### src/la_mmu_consts.svh
`ifndef LA_MMU_CONSTS_SVH
`define LA_MMU_CONSTS_SVH

// tlb geometry
`define TLB_ENTRIES 8
`define TLB_IDX_W   3

// CRMD fields
`define CRMD_PLV  1:0
`define CRMD_DA   3
`define CRMD_PG   4
`define CRMD_DATF 6:5

// DMW0/DMW1 fields
`define DMW_PLV0 0
`define DMW_PLV3 3
`define DMW_MAT  5:4
`define DMW_PSEG 27:25
`define DMW_VSEG 31:29

`endif

### src/la_csr_pkg.sv
`default_nettype none

// CSR numbers and field types for the fetch translation path
package la_csr_pkg;

	// only the CSRs this slice implements
	typedef enum logic [13:0] {
		CSR_CRMD = 14'h000,
		CSR_ASID = 14'h018,
		CSR_DMW0 = 14'h180,
		CSR_DMW1 = 14'h181
	} csr_addr_e;

	// privilege level, 0 is kernel and 3 is user
	typedef logic [1:0] plv_t;

	// memory access type, 0 means strongly-ordered uncached
	typedef logic [1:0] mat_t;

	// address space id as held in ASID.ASID
	typedef logic [9:0] asid_t;

endpackage

`default_nettype wire

### src/la_mmu_pkg.sv
`default_nettype none

// translation mode and tlb storage format
package la_mmu_pkg;

	// how the fetch address was translated
	typedef enum logic [1:0] {
		MODE_DIRECT = 2'd0,
		MODE_DMW0   = 2'd1,
		MODE_DMW1   = 2'd2,
		MODE_PAGED  = 2'd3
	} xlate_mode_e;

	// one 4 KiB page per entry
	typedef struct packed {
		logic        e;
		logic [19:0] vpn;
		logic [9:0]  asid;
		logic        g;
		logic [19:0] ppn;
		logic        v;
		logic [1:0]  mat;
		logic [1:0]  plv;
	} tlb_entry_t;

endpackage

`default_nettype wire

### src/csr_translate_regs.sv
`default_nettype none

`include "la_mmu_consts.svh"

module csr_translate_regs import la_csr_pkg::*; (
	input  logic        clk,
	input  logic        arst_n_i,
	input  logic        csr_we_i,
	input  csr_addr_e   csr_waddr_i,
	input  logic [31:0] csr_wdata_i,
	output logic [31:0] crmd_o,
	output logic [9:0]  asid_o,
	output logic [31:0] dmw0_o,
	output logic [31:0] dmw1_o
);

	// direct address mode at PLV0, fetch as coherent cached
	localparam logic [31:0] CRMD_RST = 32'h0000_0028;

	logic [31:0] crmd_q;
	asid_t       asid_q;
	logic [31:0] dmw0_q;
	logic [31:0] dmw1_q;

	// keep only the implemented CRMD fields
	function automatic logic [31:0] crmd_wval(input logic [31:0] wdata);
		logic [31:0] val;
		val = '0;
		val[`CRMD_PLV]  = wdata[`CRMD_PLV];
		val[`CRMD_DA]   = wdata[`CRMD_DA];
		val[`CRMD_PG]   = wdata[`CRMD_PG];
		val[`CRMD_DATF] = wdata[`CRMD_DATF];
		return val;
	endfunction

	// same layout for both windows
	function automatic logic [31:0] dmw_wval(input logic [31:0] wdata);
		logic [31:0] val;
		val = '0;
		val[`DMW_PLV0] = wdata[`DMW_PLV0];
		val[`DMW_PLV3] = wdata[`DMW_PLV3];
		val[`DMW_MAT]  = wdata[`DMW_MAT];
		val[`DMW_PSEG] = wdata[`DMW_PSEG];
		val[`DMW_VSEG] = wdata[`DMW_VSEG];
		return val;
	endfunction

	always_ff @(posedge clk or negedge arst_n_i) begin
		if (!arst_n_i) begin
			crmd_q <= CRMD_RST;
			asid_q <= '0;
			dmw0_q <= '0;
			dmw1_q <= '0;
		end else if (csr_we_i) begin
			case (csr_waddr_i)
				CSR_CRMD: crmd_q <= crmd_wval(csr_wdata_i);
				CSR_ASID: asid_q <= csr_wdata_i[9:0];
				CSR_DMW0: dmw0_q <= dmw_wval(csr_wdata_i);
				CSR_DMW1: dmw1_q <= dmw_wval(csr_wdata_i);
				default: ;
			endcase
		end
	end

	assign crmd_o = crmd_q;
	assign asid_o = asid_q;
	assign dmw0_o = dmw0_q;
	assign dmw1_o = dmw1_q;

endmodule

`default_nettype wire

### src/tlb_lookup.sv
`default_nettype none

`include "la_mmu_consts.svh"

module tlb_lookup import la_mmu_pkg::*; (
	input  logic                  clk,
	input  logic                  arst_n_i,
	// write port
	input  logic                  tlb_we_i,
	input  logic [`TLB_IDX_W-1:0] tlb_widx_i,
	input  logic [19:0]           tlb_vpn_i,
	input  logic [9:0]            tlb_asid_i,
	input  logic                  tlb_g_i,
	input  logic [19:0]           tlb_ppn_i,
	input  logic                  tlb_v_i,
	input  logic [1:0]            tlb_mat_i,
	input  logic [1:0]            tlb_plv_i,
	// lookup port
	input  logic [19:0]           lookup_vpn_i,
	input  logic [9:0]            asid_i,
	output logic                  hit_o,
	output logic [19:0]           ppn_o,
	output logic                  v_o,
	output logic [1:0]            mat_o,
	output logic [1:0]            plv_o
);

	tlb_entry_t              entries_q [`TLB_ENTRIES];
	tlb_entry_t              wr_entry;
	tlb_entry_t              hit_entry;
	logic [`TLB_ENTRIES-1:0] match;

	// a written entry always exists
	assign wr_entry = '{
		e:    1'b1,
		vpn:  tlb_vpn_i,
		asid: tlb_asid_i,
		g:    tlb_g_i,
		ppn:  tlb_ppn_i,
		v:    tlb_v_i,
		mat:  tlb_mat_i,
		plv:  tlb_plv_i
	};

	always_ff @(posedge clk or negedge arst_n_i) begin
		if (!arst_n_i) begin
			for (int i = 0; i < `TLB_ENTRIES; i++) begin
				entries_q[i] <= '0;
			end
		end else if (tlb_we_i) begin
			entries_q[tlb_widx_i] <= wr_entry;
		end
	end

	// parallel compare, global entries ignore asid
	always_comb begin
		for (int i = 0; i < `TLB_ENTRIES; i++) begin
			match[i] = entries_q[i].e
				&& (entries_q[i].vpn == lookup_vpn_i)
				&& (entries_q[i].g || (entries_q[i].asid == asid_i));
		end
	end

	// scan downwards so the lowest index ends up selected
	always_comb begin
		hit_entry = '0;
		for (int i = `TLB_ENTRIES - 1; i >= 0; i--) begin
			if (match[i]) begin
				hit_entry = entries_q[i];
			end
		end
	end

	assign hit_o = |match;
	assign ppn_o = hit_entry.ppn;
	assign v_o   = hit_entry.v;
	assign mat_o = hit_entry.mat;
	assign plv_o = hit_entry.plv;

endmodule

`default_nettype wire

### src/fetch_addr_xlate.sv
`default_nettype none

`include "la_mmu_consts.svh"

module fetch_addr_xlate
	import la_csr_pkg::*;
	import la_mmu_pkg::*;
(
	input  logic        clk,
	input  logic        arst_n_i,
	input  logic        req_i,
	input  logic [31:0] vaddr_i,
	input  logic [31:0] crmd_i,
	input  logic [31:0] dmw0_i,
	input  logic [31:0] dmw1_i,
	input  logic        tlb_hit_i,
	input  logic [19:0] tlb_ppn_i,
	input  logic        tlb_v_i,
	input  logic [1:0]  tlb_mat_i,
	input  logic [1:0]  tlb_plv_i,
	output logic [19:0] lookup_vpn_o,
	output logic        resp_valid_o,
	output logic [31:0] paddr_o,
	output logic        uncached_o,
	output xlate_mode_e mode_o,
	output logic        tlb_refill_o,
	output logic        page_invalid_o,
	output logic        priv_fault_o
);

	plv_t        cur_plv;
	logic        dmw0_en;
	logic        dmw1_en;
	logic        paged;
	xlate_mode_e mode_d;
	logic [31:0] paddr_d;
	mat_t        mat_d;

	// window enabled for the current plv and segment equal
	function automatic logic dmw_match(input logic [31:0] dmw, input plv_t plv,
		input logic [2:0] vseg);
		return ((dmw[`DMW_PLV0] && (plv == 2'd0)) || (dmw[`DMW_PLV3] && (plv == 2'd3)))
			&& (vseg == dmw[`DMW_VSEG]);
	endfunction

	assign cur_plv      = crmd_i[`CRMD_PLV];
	assign lookup_vpn_o = vaddr_i[31:12];
	assign dmw0_en      = crmd_i[`CRMD_PG] && dmw_match(dmw0_i, cur_plv, vaddr_i[31:29]);
	assign dmw1_en      = crmd_i[`CRMD_PG] && dmw_match(dmw1_i, cur_plv, vaddr_i[31:29]);

	always_comb begin
		if (crmd_i[`CRMD_DA]) begin
			mode_d  = MODE_DIRECT;
			paddr_d = vaddr_i;
			mat_d   = crmd_i[`CRMD_DATF];
		end else if (dmw0_en) begin
			mode_d  = MODE_DMW0;
			paddr_d = {dmw0_i[`DMW_PSEG], vaddr_i[28:0]};
			mat_d   = dmw0_i[`DMW_MAT];
		end else if (dmw1_en) begin
			mode_d  = MODE_DMW1;
			paddr_d = {dmw1_i[`DMW_PSEG], vaddr_i[28:0]};
			mat_d   = dmw1_i[`DMW_MAT];
		end else begin
			mode_d  = MODE_PAGED;
			paddr_d = tlb_hit_i ? {tlb_ppn_i, vaddr_i[11:0]} : 32'h0;
			mat_d   = tlb_mat_i;
		end
	end

	assign paged = (mode_d == MODE_PAGED);

	always_ff @(posedge clk or negedge arst_n_i) begin
		if (!arst_n_i) begin
			resp_valid_o   <= 1'b0;
			paddr_o        <= '0;
			uncached_o     <= 1'b0;
			mode_o         <= MODE_DIRECT;
			tlb_refill_o   <= 1'b0;
			page_invalid_o <= 1'b0;
			priv_fault_o   <= 1'b0;
		end else begin
			resp_valid_o <= req_i;
			if (req_i) begin
				paddr_o        <= paddr_d;
				uncached_o     <= (mat_d == 2'b00);
				mode_o         <= mode_d;
				tlb_refill_o   <= paged && !tlb_hit_i;
				page_invalid_o <= paged && tlb_hit_i && !tlb_v_i;
				priv_fault_o   <= paged && tlb_hit_i && tlb_v_i && (cur_plv > tlb_plv_i);
			end
		end
	end

endmodule

`default_nettype wire

### src/immu_top.sv
`default_nettype none

`include "la_mmu_consts.svh"

module immu_top
	import la_csr_pkg::*;
	import la_mmu_pkg::*;
(
	input  logic                  clk,
	input  logic                  arst_n_i,
	input  logic                  csr_we_i,
	input  csr_addr_e             csr_waddr_i,
	input  logic [31:0]           csr_wdata_i,
	input  logic                  tlb_we_i,
	input  logic [`TLB_IDX_W-1:0] tlb_widx_i,
	input  logic [19:0]           tlb_vpn_i,
	input  logic [9:0]            tlb_asid_i,
	input  logic                  tlb_g_i,
	input  logic [19:0]           tlb_ppn_i,
	input  logic                  tlb_v_i,
	input  logic [1:0]            tlb_mat_i,
	input  logic [1:0]            tlb_plv_i,
	input  logic                  req_i,
	input  logic [31:0]           vaddr_i,
	output logic                  resp_valid_o,
	output logic [31:0]           paddr_o,
	output logic                  uncached_o,
	output xlate_mode_e           mode_o,
	output logic                  tlb_refill_o,
	output logic                  page_invalid_o,
	output logic                  priv_fault_o
);

	logic [31:0] crmd;
	logic [9:0]  asid;
	logic [31:0] dmw0;
	logic [31:0] dmw1;
	logic [19:0] lookup_vpn;
	logic        hit;
	logic [19:0] hit_ppn;
	logic        hit_v;
	logic [1:0]  hit_mat;
	logic [1:0]  hit_plv;

	csr_translate_regs u_csr (
		.clk         (clk),
		.arst_n_i    (arst_n_i),
		.csr_we_i    (csr_we_i),
		.csr_waddr_i (csr_waddr_i),
		.csr_wdata_i (csr_wdata_i),
		.crmd_o      (crmd),
		.asid_o      (asid),
		.dmw0_o      (dmw0),
		.dmw1_o      (dmw1)
	);

	tlb_lookup u_tlb (
		.clk          (clk),
		.arst_n_i     (arst_n_i),
		.tlb_we_i     (tlb_we_i),
		.tlb_widx_i   (tlb_widx_i),
		.tlb_vpn_i    (tlb_vpn_i),
		.tlb_asid_i   (tlb_asid_i),
		.tlb_g_i      (tlb_g_i),
		.tlb_ppn_i    (tlb_ppn_i),
		.tlb_v_i      (tlb_v_i),
		.tlb_mat_i    (tlb_mat_i),
		.tlb_plv_i    (tlb_plv_i),
		.lookup_vpn_i (lookup_vpn),
		.asid_i       (asid),
		.hit_o        (hit),
		.ppn_o        (hit_ppn),
		.v_o          (hit_v),
		.mat_o        (hit_mat),
		.plv_o        (hit_plv)
	);

	fetch_addr_xlate u_xlate (
		.clk            (clk),
		.arst_n_i       (arst_n_i),
		.req_i          (req_i),
		.vaddr_i        (vaddr_i),
		.crmd_i         (crmd),
		.dmw0_i         (dmw0),
		.dmw1_i         (dmw1),
		.tlb_hit_i      (hit),
		.tlb_ppn_i      (hit_ppn),
		.tlb_v_i        (hit_v),
		.tlb_mat_i      (hit_mat),
		.tlb_plv_i      (hit_plv),
		.lookup_vpn_o   (lookup_vpn),
		.resp_valid_o   (resp_valid_o),
		.paddr_o        (paddr_o),
		.uncached_o     (uncached_o),
		.mode_o         (mode_o),
		.tlb_refill_o   (tlb_refill_o),
		.page_invalid_o (page_invalid_o),
		.priv_fault_o   (priv_fault_o)
	);

endmodule

`default_nettype wire

### config.mk
export PLATFORM = sky130hd
export DESIGN_NAME = immu_top
export DESIGN_NICKNAME = d
export VERILOG_FILES = /design/src/la_csr_pkg.sv /design/src/la_mmu_pkg.sv /design/src/csr_translate_regs.sv /design/src/tlb_lookup.sv /design/src/fetch_addr_xlate.sv /design/src/immu_top.sv
export VERILOG_INCLUDE_DIRS = /design/src
export SDC_FILE = /design/constraint.sdc
export NUM_CORES = 1
export LEC_CHECK = 0
export BUFFER_PORTS_ARGS = -buffer_cell sky130_fd_sc_hd__buf_2
export CELL_PAD_IN_SITES_DETAIL_PLACEMENT = 1
export CELL_PAD_IN_SITES_GLOBAL_PLACEMENT = 1
export CORE_ASPECT_RATIO = 0.6
export CORE_MARGIN = 2
export CORE_UTILIZATION = 53
export CTS_CLUSTER_DIAMETER = 30
export DETAILED_ROUTE_END_ITERATION = 12
export PLACE_DENSITY = 0.91
export SLEW_MARGIN = 0
export SYNTH_ARGS = -nofsm -noshare
export SYNTH_HDL_FRONTEND = slang
export SYNTH_SLANG_ARGS = --single-unit
### constraint.sdc
create_clock -name clk -period 4.5 [get_ports clk]
set_input_delay 0 -clock clk [delete_from_list [all_inputs] [get_ports clk]]
set_output_delay 0 -clock clk [all_outputs]
set_load 0.02 [all_outputs]
Yosys cells after proc, flatten, opt, wreduce, memory -nomap -nowiden
Cells that the tools add are included.
{"block": "classes", "n_eq_ne": 23, "reduce_logical": 50, "bitwise": 1, "muxes": 21, "order_cmp": 3}
{"cell": "$bwmux W456", "n": 1}
{"cell": "$mux W25", "n": 8}
{"cell": "$demux W57 S3", "n": 1}
{"cell": "$eq A20 B20 Y1", "n": 8}
{"cell": "$mux W32", "n": 4}
{"cell": "$eq A10 B10 Y1", "n": 8}
{"cell": "$mux W57", "n": 1}
{"cell": "$logic_and A1 B1 Y1", "n": 30}
{"cell": "$eq A14 B9 Y1 const B", "n": 2}
{"cell": "$eq A14 B5 Y1 const B", "n": 1}
{"cell": "$logic_not A14 Y1", "n": 1}
{"cell": "$logic_or A1 B1 Y1", "n": 10}
{"cell": "$mux W2", "n": 5}
{"cell": "$reduce_and A2 Y1", "n": 4}
{"cell": "$reduce_or A8 Y1", "n": 1}
{"cell": "$eq A3 B3 Y1", "n": 2}
{"cell": "$eq A2 B2 Y1 const B", "n": 2}
{"cell": "$ge A4 B4 Y1 const B", "n": 1}
{"cell": "$logic_not A2 Y1", "n": 2}
{"cell": "$lt A4 B1 Y1 const B", "n": 1}
{"cell": "$not A3 Y4", "n": 1}
{"cell": "$gt A2 B2 Y1", "n": 1}
{"cell": "$logic_not A1 Y1", "n": 2}
{"cell": "$mux W1", "n": 1}
{"block": "word_totals", "output_inout_bits": 39, "ff_bits": 531, "in_bits": 142, "wordCells": 173}

Depth between registers and ports, before layout
{"block": "depth", "depth_word": 15, "depth_mapped": 16, "depth_no_buf": 13}

Hierarchy
A second synthesis with hierarchy kept.
{"block": "unflattened", "hier_cells": 2070, "area_unflattened_um2": 25753.4}
{"module": "tlb_lookup", "instances": 1, "area_each_um2": 21454.3, "seq_area_each_um2": 11410.9, "cells_each": 1665}
{"module": "fetch_addr_xlate", "instances": 1, "area_each_um2": 2287.2, "seq_area_each_um2": 975.9, "cells_each": 249}
{"module": "csr_translate_regs", "instances": 1, "area_each_um2": 2011.9, "seq_area_each_um2": 903.4, "cells_each": 156}

Worst setup path after synthesis
Ideal clock, no wire load.
{"block": "synth_path", "kind": "register to register", "start": "register u_csr.asid_q[6], in the netlist u_csr.asid_o[6]", "end": "register u_xlate.priv_fault_o", "t_required_ns": 4.369, "period_less_slack_ns": 3.011, "setup_slack_ns": 1.489, "arrival_ns": 2.880, "n_path_buf": 3, "setup_time_ns": 0.131, "stages_incl_launch_ff": 16, "cell_sequence": "dfrtp_1 > buf_4 > xor2_1 > nor4_1 > a41oi_1 > or3_1 > clkbuf_1 > clkbuf_1 > a31oi_1 > o21ai_0 > a31o_2 > ha_1 > nor2b_1 > o21ai_0 > a2bb2oi_1 > a21oi_1"}
{"block": "synth_between", "elab_chain_cells": 13, "word_cells_on_any_way": 37, "classes_between": "1 x order compare; 8 x eq/ne; 8 x mux; 20 x reduce/logical"}
{"element": "start, declared", "line_no": "csr_translate_regs.sv:21", "text": "asid_t asid_q;"}
{"element": "start signal, assigned", "line_no": "csr_translate_regs.sv:57", "text": "CSR_ASID: asid_q <= csr_wdata_i[9:0];"}
{"element": "$eq A10 B10 Y1", "line_no": "tlb_lookup.sv:60", "text": "&& (entries_q[i].g || (entries_q[i].asid == asid_i));"}
{"element": "$logic_or A1 B1 Y1", "line_no": "tlb_lookup.sv:60"}
{"element": "$logic_and A1 B1 Y1", "line_no": "tlb_lookup.sv:60"}
{"element": "$mux W25 (8 in series)", "line_no": "tlb_lookup.sv:68", "text": "if (match[i]) begin"}
{"element": "$gt A2 B2 Y1 or $logic_and A1 B1 Y1 (tied branches)", "line_no": "fetch_addr_xlate.sv:90", "text": "priv_fault_o <= paged && tlb_hit_i && tlb_v_i && (cur_plv > tlb_plv_i);"}
{"element": "$logic_and A1 B1 Y1 (*)", "line_no": "fetch_addr_xlate.sv:90"}
{"element": "end signal, assigned", "line_no": "fetch_addr_xlate.sv:90"}
{"element": "end, declared", "line_no": "fetch_addr_xlate.sv:28", "text": "output logic priv_fault_o"}
Mark *: on every way between the ends. The rest lies on a longest branch, timed or not.
A chain may end at the register's enable or synchronous reset.

Worst setup path after layout
{"block": "layout_path", "start": "register u_csr.asid_q[8], in the netlist u_csr.asid_o[8]", "end": "register u_xlate.priv_fault_o"}
The elaborated chain is that of the path after synthesis.

==> flow_metrics.tcl <==
set metrics [dict create \
    drv_cap 0 \
    postCtsHoldBufs 92 \
    worstPathCellList "xor2_1 -> nor4_1 -> a41oi_1 -> or3_2 -> buf_4 -> a21boi_0 -> o21bai_1 -> a31oi_1 -> ha_1 -> nand2_1 -> o21ai_0 -> a2bb2oi_1 -> a21oi_1" \
    post-route-period-util 0.918 \
    cts_setup_buffers 0 \
    synth_area_um2 24900 \
    r2r_end "u_xlate.priv_fault_o" \
    core-area_um2 46300 \
    synth_commonest_cells "dfrtp_1, mux2_2, xor2_1" \
    holdCritPathClass "input port to async pin" \
    hold_viol 9 \
    max_freq_mhz 242 \
    max_stage_delay_ns 0.75 \
    grt_first_pass_wirelength_um 138000 \
    power.total_mw 15.4 \
    drc 0 \
    pwr-share-comb 0.140 \
    cts_resized 0 \
    firstDrtPassIters 6 \
    yosys-top-cells-area "dfrtp_1, mux2_2, xor2_1, xnor2_1, nand2_1" \
    nNetsFinal 2372 \
    cp_slowest_cell "or3_2" \
    yosys_warnings 0 \
    r2r_slack_ns 0.37 \
    die_w_um 284 \
    routedWlPerCell_um 31.3 \
    failed_checks "negative hold slack" \
    synth-edff-count 0 \
    clockPowerShare 0.445 \
    die_area_um2 48800 \
    antenna_found_initial 3 \
    setup_tns_ns 0 \
    clk_transition_reported_paths_ns 0.06 \
    p_seq_frac 0.414 \
    critPathKind "flip-flop to flip-flop" \
    fin_util 0.649 \
    grt_util_all_layers 0.380 \
    drtIter0Drc 1736 \
    reg2reg_depth 13 \
    ys_types 72 \
    cellPowerDensity_nw_per_um2 512 \
    drt_wl_total_um 91700 \
    hpwl_um 51100 \
    syn_inst 1983 \
    synth_top_area_frac 0.532 \
    vias_per_cell 6.52 \
    ys_seq_area_frac 0.534 \
    power.switching_mw 4.41 \
    clock_sinks 531 \
    rows 61 \
    grt_pass1_vias 21646 \
    fin_worst_skew_ns 0.0273 \
    clkLatencyLatePin_ns 0.63 \
    async_reset_ff_frac 1.00 \
    setup_ws_ns 0.370 \
    avgSynthCellArea_um2 12.6 \
    drive_above_1_share 0.371 \
    initial_core_util 0.537 \
    required_ns 4.99 \
    io_buffers 164 \
    relSlewSlack 0.239 \
    clk_path_buf_depth 3 \
    syn_nets 2127 \
    worst_pin_slew_ns 1.13 \
    path_max_fanout 30 \
    slew_violations 0 \
    synth_top_area_cell "dfrtp_1" \
    leakagePower_nw 13.2 \
    cts_root_buffer "clkbuf_16" \
    status "finished, violations left" \
    synth-seq-cells 531 \
    area.growth.synth_to_final_pct 20.7 \
    holdWs_ns -0.0167 \
    power.share.switching 0.286 \
    fp.dieH_um 172 \
    critPathCaptureType "flip-flop" \
    cts_tree "yes" \
    pin_count 181 \
    vias 19091 \
    routabilityCongestion 0.852 \
    p_int_mw 11.0 \
    period_needed_ns 4.13 \
    detail-route-antenna-nets 0 \
    grt-ovfl-total 0 \
    numCtsBuffers 82 \
    rsz0062_at_grt "false" \
    ys.flop_type "dfrtp_1" \
    grt_max_degree 131 \
    startpoint_type "flip-flop" \
    cp.arrival_ns 4.62 \
    pre_cts_slack_ns 0.588 \
    htreeDepth 3 \
    setup_viol 0 \
    fillers 4433 \
    yosys.cell_count.top_type "dfrtp_1" \
    ir_drop_mv 0.323 \
    reg2reg_from "u_csr.asid_o[8]" \
]
==> cells in the final DEF, fill, tap and decap left out, drive strengths merged, types with 3 or more instances in the layout <==
cell,Yosys,final
a211oi,4,4
a21oi,10,10
a22o,13,13
a2bb2oi,18,18
a311oi,4,4
a31oi,26,26
a41o,3,3
a41oi,4,4
and3,10,10
buf,48,199
bufinv,0,11
clkbuf,82,94
clkinv,1,23
clkinvlp,0,9
dfrtp,529,529
dlygate4sd3,0,92
inv,12,28
mux2,476,476
nand2,88,88
nand2b,7,7
nand3,41,41
nand4,24,24
nand4b,5,5
nor2,86,86
nor2b,5,5
nor3,47,47
nor3b,7,7
nor4,43,43
nor4b,4,4
o211ai,23,23
o21ai,51,51
o22ai,3,3
o31ai,19,19
or2,5,5
or3,4,4
or4,5,5
xnor2,95,95
xor2,151,151
==> per-stage QoR <==
step | area, um2 | instances | hold slack, ns
detailed placement | 26200 | 2682 | 0.102
finish | 30100 | 2928 | -0.0167
CTS | 30100 | 2926 | 0.00857
global placement | 26200 | 2682 | 0.0843
global route | 30100 | 2927 | 0.0292
floorplan | 24900 | 1983 | -0.296
==> registers in the layout, summed over array words and instances, names as in the netlist <==
signal,cells
u_tlb.entries_q,456
u_xlate.paddr_o,32
u_csr.asid_o,10
u_csr.dmw0_o,10
u_csr.dmw1_o,10
u_csr.crmd_o,6
u_xlate.mode_o,2
u_xlate.page_invalid_o,1
u_xlate.priv_fault_o,1
u_xlate.resp_valid_o,1
u_xlate.tlb_refill_o,1
u_xlate.uncached_o,1
==> cells by family after synthesis <==
kind of cell    synth area share
flops                      0.534
mux                        0.216
simple gates              0.0798
xor+xnor                  0.0865
compound gates            0.0557
buf+inv                   0.0275
fa+ha+maj                0.00100
==> how the worst max path moves through the flow <==
stage / startpoint / end / slack (ns) / cells after the start
finish: u_csr.asid_o[8] / u_xlate.priv_fault_o / 0.37 / 13
CTS: u_csr.asid_o[0] / u_xlate.priv_fault_o / 0.44 / 13
global placement: u_csr.asid_o[0] / u_xlate.priv_fault_o / 0.74 / 13
global route: u_csr.asid_o[8] / u_xlate.priv_fault_o / 0.24 / 13
floorplan: u_csr.asid_o[6] / u_xlate.priv_fault_o / 1.49 / 15
detailed placement: u_csr.asid_o[0] / u_xlate.priv_fault_o / 0.59 / 13
==> final cells by class <==
cell class / count / area [um2] / area share
well taps: 630 / 788 / 0.0262
multi-input cells: 1309 / 11000 / 0.365
diodes: 2 / 5.00 / 0.000166
repair buffers: 291 / 2050 / 0.0683
clock inverters: 58 / 724 / 0.0241
clock buffers: 94 / 2190 / 0.0728
flip-flops and latches: 531 / 13300 / 0.442
inverters: 13 / 48.8 / 0.00162
==> critical path, delay by kind of cell, from the launching register on <==
family | cells | cell delay (ns)
compound gates | 7 | 1.14
flops | 1 | 0.70
fa+ha+maj | 1 | 0.34
simple gates | 3 | 1.29
xor+xnor | 1 | 0.15
buf+inv | 1 | 0.37
==> power by group through the flow <==
stage                     sequential (mW)  clock [mW]  combinational [mW]
final                                6.38        6.85                2.16
after global placement               6.22           0                1.79
after floorplan                      6.15           0                1.36
after CTS                            6.34        6.88                2.14
after global routing                 6.44        7.07                2.29
after detailed placement             6.35           0                1.97
==> routing by layer <==
| layer | up-vias | wire, um | global-route usage |
|---|---|---|---|
| li1 | 7596 | - | - |
| met1 | 10083 | 35900 | 0.470 |
| met2 | 1091 | 44800 | 0.644 |
| met3 | 319 | 7010 | 0.0801 |
| met4 | 2 | 4040 | 0.183 |
| met5 | - | 17 | 0 |
Power figures use the tool's default switching activity.
